[src/hdl/color_pkg.sv]
package color_pkg;

    // ------------------------------
    // Basic color types
    // ------------------------------

    typedef struct packed {
        logic [7:0] red;
        logic [7:0] green;
        logic [7:0] blue;
    } color_t;

    typedef logic [3:0] pal_idx_t;

    // Entry 0 is the leftmost value of each table
    typedef color_t [0:15] palette_t;

    // ------------------------------
    // Palettes
    // ------------------------------

    // Sea and sky tones of the playfield
    localparam palette_t bg_palette = '{
        24'h0f4792, 24'h3577cd, 24'h4fc3fc, 24'h4586d9,
        24'h033477, 24'h4176bb, 24'h4faafb, 24'h043578,
        24'h4b93ed, 24'hfff78f, 24'h505050, 24'h535c74,
        24'hdfc5ae, 24'h9ea7af, 24'h000000, 24'hffffff
    };

    // Three hull styles, grey marks the cut-out around the hull
    localparam palette_t hull_a_palette = '{
        24'h808080, 24'hf3f1f3, 24'h201c18, 24'hfffbef,
        24'h3b3b3b, 24'h54657b, 24'haa3e49, 24'h767778,
        24'hbe3647, 24'hfff78f, 24'h505050, 24'h535c74,
        24'hdfc5ae, 24'h9ea7af, 24'h000000, 24'hffffff
    };

    localparam palette_t hull_b_palette = '{
        24'hf9f1e9, 24'hc25f4f, 24'h686554, 24'hd7c1b2,
        24'h455273, 24'hffd1c0, 24'hf19a3e, 24'h362e3e,
        24'h8594a5, 24'hf4f0e8, 24'h505050, 24'h535c74,
        24'h808080, 24'h9ea7af, 24'h000000, 24'hffffff
    };

    localparam palette_t hull_c_palette = '{
        24'h695871, 24'h808080, 24'hefe7e7, 24'h694a82,
        24'h4d5ea2, 24'ha5a3a2, 24'hfed9d2, 24'h9e7d64,
        24'h474757, 24'h6f4d90, 24'h544058, 24'h322a4c,
        24'heee7e7, 24'h9ea7af, 24'h000000, 24'hffffff
    };

    // Shared by torpedoes and bullets of both players
    localparam palette_t weapon_palette = '{
        24'h808080, 24'hffffff, 24'h3c3c3e, 24'h686a70,
        24'he27a55, 24'hffd778, 24'hba160d, 24'hffffe1,
        24'hca2d27, 24'he9a16c, 24'h505050, 24'h535c74,
        24'hdfc5ae, 24'h9ea7af, 24'h000000, 24'hfb2901
    };

    // ------------------------------
    // Special colors
    // ------------------------------

    // Transparent keys
    localparam color_t ship_key   = 24'h808080;
    localparam color_t weapon_key = 24'hffffff;

    // Health bar paint
    localparam color_t hp_color = 24'hff0000;

endpackage

[src/hdl/scene_pkg.sv]
package scene_pkg;

    import color_pkg::*;

    // ------------------------------
    // Sprite inputs
    // ------------------------------

    // One sprite's view of the current pixel
    typedef struct packed {
        logic     hit;
        pal_idx_t idx;
    } sprite_px_t;

    // Hull style picked by a player; code 3 is treated as hull_a
    typedef enum logic [1:0] {
        hull_a = 2'd0,
        hull_b = 2'd1,
        hull_c = 2'd2
    } hull_t;

    // ------------------------------
    // Layer outputs
    // ------------------------------

    // see_through only matters when hit is set
    typedef struct packed {
        logic   hit;
        logic   see_through;
        color_t color;
    } layer_px_t;

endpackage

[src/hdl/color_mapper.sv]
`timescale 1ns/10ps

module color_mapper
    import color_pkg::*, scene_pkg::*;
#(
    parameter int n_torpedo = 4,
    parameter int n_bullet  = 10
) (
    input  logic       Clk,
    input  logic       rst_n,
    input  logic       hp_hit,
    input  pal_idx_t   bg_idx,
    input  sprite_px_t ship1,
    input  sprite_px_t ship2,
    input  hull_t      hull1,
    input  hull_t      hull2,
    input  sprite_px_t torp1   [n_torpedo],
    input  sprite_px_t torp2   [n_torpedo],
    input  sprite_px_t bullet1 [n_bullet],
    input  sprite_px_t bullet2 [n_bullet],
    output logic [7:0] vga_r,
    output logic [7:0] vga_g,
    output logic [7:0] vga_b
);

    layer_px_t ship_px;
    layer_px_t weapon_px;

    // ------------------------------
    // Sprite layers
    // ------------------------------

    ship_layer u_ship_layer (
        .ship1   (ship1),
        .ship2   (ship2),
        .hull1   (hull1),
        .hull2   (hull2),
        .ship_px (ship_px)
    );

    weapon_layer #(
        .n_torpedo (n_torpedo),
        .n_bullet  (n_bullet)
    ) u_weapon_layer (
        .torp1     (torp1),
        .torp2     (torp2),
        .bullet1   (bullet1),
        .bullet2   (bullet2),
        .weapon_px (weapon_px)
    );

    // Background, priority and output register
    pixel_compositor u_pixel_compositor (
        .Clk       (Clk),
        .rst_n     (rst_n),
        .hp_hit    (hp_hit),
        .bg_idx    (bg_idx),
        .ship_px   (ship_px),
        .weapon_px (weapon_px),
        .vga_r     (vga_r),
        .vga_g     (vga_g),
        .vga_b     (vga_b)
    );

endmodule

[src/hdl/pixel_compositor.sv]
`timescale 1ns/10ps

module pixel_compositor
    import color_pkg::*, scene_pkg::*;
(
    input  logic       Clk,
    input  logic       rst_n,
    input  logic       hp_hit,
    input  pal_idx_t   bg_idx,
    input  layer_px_t  ship_px,
    input  layer_px_t  weapon_px,
    output logic [7:0] vga_r,
    output logic [7:0] vga_g,
    output logic [7:0] vga_b
);

    color_t bg_color;
    color_t next_color;
    color_t color_q;

    assign bg_color = bg_palette[bg_idx];

    // ------------------------------
    // Layer priority
    // ------------------------------

    always_comb begin
        if (hp_hit) begin
            next_color = hp_color;
        end
        else if (ship_px.hit) begin
            // Hides weapons even where the hull is cut out
            next_color = ship_px.see_through ? bg_color : ship_px.color;
        end
        else if (weapon_px.hit) begin
            next_color = weapon_px.see_through ? bg_color : weapon_px.color;
        end
        else begin
            next_color = bg_color;
        end
    end

    // ------------------------------
    // Output stage
    // ------------------------------

    always_ff @(posedge Clk or negedge rst_n) begin
        if (!rst_n) begin
            color_q <= '0;
        end
        else begin
            color_q <= next_color;
        end
    end

    assign vga_r = color_q.red;
    assign vga_g = color_q.green;
    assign vga_b = color_q.blue;

endmodule

[src/hdl/ship_layer.sv]
`timescale 1ns/10ps

module ship_layer
    import color_pkg::*, scene_pkg::*;
(
    input  sprite_px_t ship1,
    input  sprite_px_t ship2,
    input  hull_t      hull1,
    input  hull_t      hull2,
    output layer_px_t  ship_px
);

    color_t color1;
    color_t color2;
    logic   opaque1;
    logic   opaque2;

    // Palette of the chosen hull, unknown codes use hull_a
    function automatic color_t hull_lookup(input hull_t hull, input pal_idx_t idx);
        case (hull)
            hull_b:  return hull_b_palette[idx];
            hull_c:  return hull_c_palette[idx];
            default: return hull_a_palette[idx];
        endcase
    endfunction

    // ------------------------------
    // Per-player lookup
    // ------------------------------

    assign color1 = hull_lookup(hull1, ship1.idx);
    assign color2 = hull_lookup(hull2, ship2.idx);

    assign opaque1 = ship1.hit && (color1 != ship_key);
    assign opaque2 = ship2.hit && (color2 != ship_key);

    // ------------------------------
    // Player 1 on top
    // ------------------------------

    always_comb begin
        ship_px.hit         = ship1.hit | ship2.hit;
        ship_px.see_through = 1'b0;
        ship_px.color       = color1;
        if (opaque1) begin
            ship_px.color = color1;
        end
        else if (opaque2) begin
            // Player 2 shows through the grey cut-out of player 1
            ship_px.color = color2;
        end
        else begin
            ship_px.see_through = 1'b1;
        end
    end

endmodule

[src/hdl/weapon_layer.sv]
`timescale 1ns/10ps

module weapon_layer
    import color_pkg::*, scene_pkg::*;
#(
    parameter int n_torpedo = 4,
    parameter int n_bullet  = 10
) (
    input  sprite_px_t torp1   [n_torpedo],
    input  sprite_px_t torp2   [n_torpedo],
    input  sprite_px_t bullet1 [n_bullet],
    input  sprite_px_t bullet2 [n_bullet],
    output layer_px_t  weapon_px
);

    localparam int n_group = 4;
    localparam int n_slot  = 2 * n_torpedo + 2 * n_bullet;

    // Group order: p1 torpedoes, p2 torpedoes, p2 bullets, p1 bullets
    localparam int group_lo [n_group] = '{
        0,
        n_torpedo,
        2 * n_torpedo,
        2 * n_torpedo + n_bullet
    };
    localparam int group_len [n_group] = '{n_torpedo, n_torpedo, n_bullet, n_bullet};

    sprite_px_t slot      [n_slot];
    logic       group_hit [n_group];
    pal_idx_t   group_idx [n_group];
    logic       found;
    pal_idx_t   win_idx;
    color_t     win_color;

    // ------------------------------
    // Slots in group order
    // ------------------------------

    always_comb begin
        for (int i = 0; i < n_torpedo; i++) begin
            slot[group_lo[0] + i] = torp1[i];
            slot[group_lo[1] + i] = torp2[i];
        end
        for (int i = 0; i < n_bullet; i++) begin
            slot[group_lo[2] + i] = bullet2[i];
            slot[group_lo[3] + i] = bullet1[i];
        end
    end

    // Lowest hitting slot inside each group
    always_comb begin
        for (int g = 0; g < n_group; g++) begin
            group_hit[g] = 1'b0;
            group_idx[g] = '0;
            // Walk downwards so the lowest index is written last
            for (int i = group_len[g] - 1; i >= 0; i--) begin
                if (slot[group_lo[g] + i].hit) begin
                    group_hit[g] = 1'b1;
                    group_idx[g] = slot[group_lo[g] + i].idx;
                end
            end
        end
    end

    // ------------------------------
    // First group with any hit
    // ------------------------------

    always_comb begin
        found   = 1'b0;
        win_idx = '0;
        for (int g = 0; g < n_group; g++) begin
            if (group_hit[g] && !found) begin
                found   = 1'b1;
                win_idx = group_idx[g];
            end
        end
    end

    assign win_color = weapon_palette[win_idx];

    // A white winner hides nothing, no later slot is tried
    assign weapon_px.hit         = found;
    assign weapon_px.see_through = (win_color == weapon_key);
    assign weapon_px.color       = win_color;

endmodule

[config.mk]
export PLATFORM = sky130hd
export DESIGN_NAME = color_mapper
export DESIGN_NICKNAME = d
export VERILOG_FILES = /design/src/hdl/color_pkg.sv /design/src/hdl/scene_pkg.sv /design/src/hdl/color_mapper.sv /design/src/hdl/pixel_compositor.sv /design/src/hdl/ship_layer.sv /design/src/hdl/weapon_layer.sv
export SDC_FILE = /design/constraint.sdc
export NUM_CORES = 1
export LEC_CHECK = 0
export BUFFER_PORTS_ARGS = -buffer_cell sky130_fd_sc_hd__buf_2
export CORE_MARGIN = 4
export CORE_UTILIZATION = 55
export DETAILED_ROUTE_END_ITERATION = 8
export HOLD_SLACK_MARGIN = 0.15
export PLACE_DENSITY = 0.84
export SLEW_MARGIN = 5
export SYNTH_ARGS = -nofsm -noshare
export SYNTH_HDL_FRONTEND = slang
export SYNTH_SLANG_ARGS = --single-unit
[constraint.sdc]
create_clock -name Clk -period 1.3 [get_ports Clk]
set_input_delay 0.39 -clock Clk [delete_from_list [all_inputs] [get_ports Clk]]
set_output_delay 0.39 -clock Clk [all_outputs]
set_load 0.01 [all_outputs]
==> qor.tcl, run 1 <==
set qor(dp_cells) 1836
set qor(flip_flop_cell_with_the_highest_count_after_synthesis) {dfrtp_1}
set qor(yosysMostFrequentCell) {nand2_1}
set qor(lastStage) {global routing (5_1_grt)}
set qor(synth_seq_cells) 24
set qor(cts-htree-levels) 1
set qor(synth.yosys.warnings) 0
set qor(io_pins) 185
set qor(post_synth_most_frequent_cells) {nand2_1, o21ai_0, a21oi_1}
set qor(grt_first_pass_wirelength_um) 101000
set qor(dpl.hpwl_um) 34100
set qor(synth_cell_type_count) 82
set qor(syn_area_per_cell_um2) 6.51
set qor(ys_seq_area_share_pct) 7.93
set qor(synth.area.top_cells) {dfrtp_1, o21ai_0, a21oi_1}
set qor(cts_max_path_buffers) 2
set qor(post-place-ws_ns) -2.65
set qor(cts_sinks) 24
set qor(numCtsBuffers) 3
set qor(error_message) {[ERROR GRT-0116] Global routing finished with congestion. Check the congestion regions in the DRC Viewer.}
set qor(grt_pass1_vias) 16400
set qor(yosys.area.top_type) {dfrtp_1}
set qor(synth_top_cell_area_share_pct) 7.93
set qor(synth_fp_nets) 1354
set qor(finalWeightedCongestion) 1.22
set qor(grt.overflow.total) 161
set qor(largest_net_degree_at_the_start_of_global_routing) 25
set qor(grt.total_usage_pct) 80.5
set qor(number_of_enable_flip_flop_cells_after_synthesis) 0
set qor(synth_area_mm2) 0.00757
set qor(num_rows) 42
set qor(portBuffers) 184
set qor(postSynth.asyncResetShare_pct) 100
set qor(cts_root_buf) {clkbuf_16}
set qor(die_width_um) 125
set qor(die_y_um) 125
set qor(outcome) {stopped before the end}
set qor(initial_utilization_pct) 56.7
set qor(syn_inst) 1163
per-stage QoR:
| step | TNS [ns] | instance area, um^2 | hold slack, ns |
|---|---|---|---|
| CTS | -50.05 | 12400 | 0.503 |
| global placement | -56.60 | 11700 | 0.389 |
| detailed placement | -60.35 | 11700 | 0.399 |
| floorplan | -51.78 | 7940 | 0.0944 |
routing by layer:
metal  GRT overflow  global-route usage (%)
met5              0                    35.3
met4             77                    88.6
met3              1                    67.3
met2             77                    94.8
met1              6                    77.3
cells by family after synthesis:
kind of cell / count (synthesis) / share of synthesized area, %
buffers and inverters: 158 / 8.89
AO/OA/AOI/OAI: 501 / 45.7
flip-flops: 24 / 7.93
multiplexers: 27 / 3.72
adder cells (fa/ha/maj): 30 / 4.96
XOR/XNOR: 9 / 1.04
AND/OR/NAND/NOR: 414 / 27.8
what timing repair did:
item                                    4_1_cts
endpoints found under the hold margin        24
buffers inserted                             18
gates cloned                                  1
resized for setup                            75
endpoints found under the setup margin       24
hold buffers                                  1
pin swaps                                    25
==> inputs of run 2 (changes only) <==
--- a/config.mk
+++ b/config.mk
@@ -7,10 +7,9 @@
 export LEC_CHECK = 0
 export BUFFER_PORTS_ARGS = -buffer_cell sky130_fd_sc_hd__buf_2
 export CORE_MARGIN = 4
-export CORE_UTILIZATION = 55
+export CORE_UTILIZATION = 40
 export DETAILED_ROUTE_END_ITERATION = 8
-export HOLD_SLACK_MARGIN = 0.15
-export PLACE_DENSITY = 0.84
+export PLACE_DENSITY_LB_ADDON = 0.15
 export SLEW_MARGIN = 5
 export SYNTH_ARGS = -nofsm -noshare
 export SYNTH_HDL_FRONTEND = slang
==> qor.tcl, run 2 <==
set qor(outcome) {complete, but fails checks}
set qor(violations) {setup timing}
set qor(finalWeightedCongestion) 1.09 ;# -10%
set qor(numCtsBuffers) 3 ;# unchanged
set qor(leakagePower_nw) 6.01
set qor(worst_hold_path_type) {primary input to asynchronous set/reset pin}
set qor(path_class) {primary input to flip-flop}
set qor(initial_utilization_pct) 40.6 ;# -16 points
set qor(final_net_count) 1926
set qor(critPathRequiredTime_ns) 1.44
set qor(io_pins) 185 ;# unchanged
set qor(crit_chain) {buf_8 -> or4_4 -> nor2_4 -> o2111ai_2 -> o211ai_1 -> nand2_2 -> buf_6 -> ha_4 -> nor3_4 -> o41ai_4 -> a2111oi_4 -> a31oi_4 -> buf_6 -> o21ai_2 -> a21oi_2 -> a311oi_2}
set qor(timing_worst_slew_pin_value_ns) 0.637
set qor(syn_inst) 1163 ;# unchanged
set qor(fin_cells) 1968
set qor(timing.final.max_slew_violations) 0
set qor(power.share.combinational_pct) 77.4
set qor(switching_share_pct) 44.6
set qor(timing.critical_path.from_type) {primary input}
set qor(grt_first_pass_wirelength_um) 61100
set qor(post_route_cells_drive_above_1_share_pct) 48.3
set qor(worstPathArrival_ns) 3.59
set qor(internal_power_mw) 4.05
set qor(residual_drc_count) 0
set qor(cts_sinks) 24 ;# unchanged
set qor(timing.critical_path.mode_cell) {buf_6}
set qor(grt.total_usage_pct) 34.9
set qor(cp_slowest_stage_delay_ns) 0.56
set qor(flip_flop_cell_with_the_highest_count_after_synthesis) {dfrtp_1}
set qor(syn_area_per_cell_um2) 6.51 ;# unchanged
set qor(cts_tree) {built}
set qor(wl_um) 40700
set qor(grt.overflow.total) 0
set qor(number_of_enable_flip_flop_cells_after_synthesis) 0 ;# unchanged
set qor(cts_max_path_buffers) 2 ;# unchanged
set qor(dp_cells) 1929 ;# +5.1%
set qor(grt_pass1_vias) 11500
set qor(portBuffers) 184 ;# unchanged
set qor(synth_top_cell_area_share_pct) 7.93 ;# unchanged
set qor(cts-htree-levels) 1 ;# unchanged
set qor(setup_repair_after_global_routing_missed_its_margin) {true}
set qor(synth_cell_type_count) 82 ;# unchanged
set qor(timing.final.setup_violations) 24
set qor(final_cell_mix) {buf_4, buf_2, nand2_1}
set qor(critPathBufInv) 3
set qor(max_freq_mhz) 290
set qor(coreArea_mm2) 0.0186
set qor(cts_root_buf) {clkbuf_16}
set qor(drt_pre_antenna_iters) 8
set qor(num_vias) 12100
set qor(vdd_ir_drop_max_uv) 422
set qor(yosys.area.top_type) {dfrtp_1}
set qor(synth_fp_nets) 1354 ;# unchanged
set qor(power_density_mw_per_mm2) 552
set qor(p_switching_mw) 3.26
set qor(most_common_cell_after_layout_fill_and_taps_aside) {buf_4}
set qor(whs_ns) 0.113
set qor(grt_antenna_before_repair) 0
set qor(final_cycle_share_pct) 265
set qor(yosysMostFrequentCell) {nand2_1}
set qor(dr.first_iter.drc_count) 1406
set qor(post_synth_most_frequent_cells) {nand2_1, o21ai_0, a21oi_1}
set qor(die_area_mm2) 0.0212
set qor(drtAntennaViolNets) 0
set qor(slew_headroom_pct) 56.5
set qor(synth_seq_cells) 24 ;# unchanged
set qor(flow.area_growth_from_synthesis_pct) 74.9
set qor(crit_path_top_delay_cell) {or4_4}
set qor(finalHoldViolations) 0
set qor(synth_area_mm2) 0.00757 ;# unchanged
set qor(reg_power_share_pct) 12.1
set qor(number_of_inserted_diodes) 0
set qor(wire_per_inst_um) 20.7
set qor(path_max_fanout) 6
set qor(dpl.hpwl_um) 32500 ;# -4.9%
set qor(route.detailed.vias_per_inst) 6.13
set qor(min_period_ns) 3.45
set qor(path_delay_family) {compound AO/OA/AOI/OAI gates}
set qor(synth.yosys.warnings) 0 ;# unchanged
set qor(crit_path_end_kind) {flip-flop}
set qor(startpoint) {torp2[4]}
set qor(postSynth.asyncResetShare_pct) 100 ;# unchanged
set qor(synth.area.top_cells) {dfrtp_1, o21ai_0, a21oi_1}
set qor(num_rows) 50 ;# +19%
set qor(max-cap-violations) 0
set qor(final.fill_count) 1604
set qor(die_width_um) 146 ;# +16%
set qor(share_clk_of_total_power_pct) 10.5
set qor(die_y_um) 146 ;# +16%
set qor(post-layout-total-power_mw) 7.31
set qor(largest_net_degree_at_the_start_of_global_routing) 25
set qor(ys_seq_area_share_pct) 7.93 ;# unchanged
set qor(timing.final.ws_setup_ns) -2.15
set qor(worst_setup_hold_path_clk_slew_ns) 0.07
[run 2: cell counts after synthesis]
No cell type changed its count.
[run 2: stage by stage]
| step | setup WS, ns | area, um^2 | util, % | setup TNS (ns) |
|---|---|---|---|---|
| 3_3_place_gp | -2.55 | 12000 | 64.3 | -57.56 |
| 2_1_floorplan | -2.34 | 7940 | - | -51.78 |
| 4_1_cts | -2.17 | 12600 | 67.6 | -49.44 |
| 6_report | -2.15 | 13200 | 71.0 | -48.50 |
| 5_1_grt | -2.22 | 13200 | 71.0 | -50.61 |
| 3_5_place_dp | -2.68 | 12000 | 64.3 | -60.44 |
[run 2: cell type report]
cell class | count | area, um^2 | share of cell area, %
Multi-Input combinational cell | 981 | 7190 | 54.3
Sequential cell | 24 | 601 | 4.54
Clock buffer | 4 | 88.8 | 0.671
Tap cell | 234 | 293 | 2.21
Timing Repair Buffer | 673 | 4850 | 36.6
Inverter | 52 | 223 | 1.68
[run 2: metal layers]
metal / global-route usage (%) / share of wire, %
met1: 43.6 / 39
met4: 17.3 / 5.9
met2: 58.1 / 46
met5: 0 / 0
met3: 6.04 / 9.3
[run 2: power groups by stage]
| stage | sequential [mW] | clock [mW] | combinational (mW) |
|---|---|---|---|
| after detailed placement | 0.898 | 0 | 4.95 |
| after floorplan | 0.923 | 0 | 2.34 |
| after global placement | 0.898 | 0 | 4.93 |
| final | 0.886 | 0.764 | 5.66 |
| after CTS | 0.885 | 0.751 | 5.18 |
| after global routing | 0.894 | 0.783 | 5.99 |
[run 2: kinds of logic (layout without fill, tap and decap cells)]
| logic type | Yosys count | in the layout | share of synthesized area (%) |
|---|---|---|---|
| AND/OR/NAND/NOR | 414 | 414 | 27.8 |
| XOR/XNOR | 9 | 9 | 1.04 |
| multiplexers | 27 | 27 | 3.72 |
| adder cells (fa/ha/maj) | 30 | 30 | 4.96 |
| AO/OA/AOI/OAI | 501 | 501 | 45.7 |
| flip-flops | 24 | 24 | 7.93 |
| buffers and inverters | 158 | 729 | 8.89 |
[run 2: final timing paths]
kind,endpoint,depth (start not counted)
hold / removal,u_pixel_compositor.vga_b[7],2
setup / recovery,u_pixel_compositor.vga_r[6],16
max in group asynchronous,u_pixel_compositor.vga_r[1],2
min in group Clk,u_pixel_compositor.vga_r[7],4
[run 2: timing repair]
action	CTS	global route
gates resized for setup	99	116
setup buffers	18	21
hold buffers	0	0
gates cloned	0	1
pin swaps	52	67
endpoints found under the setup margin	24	24
Power figures use the tool's default switching activity.
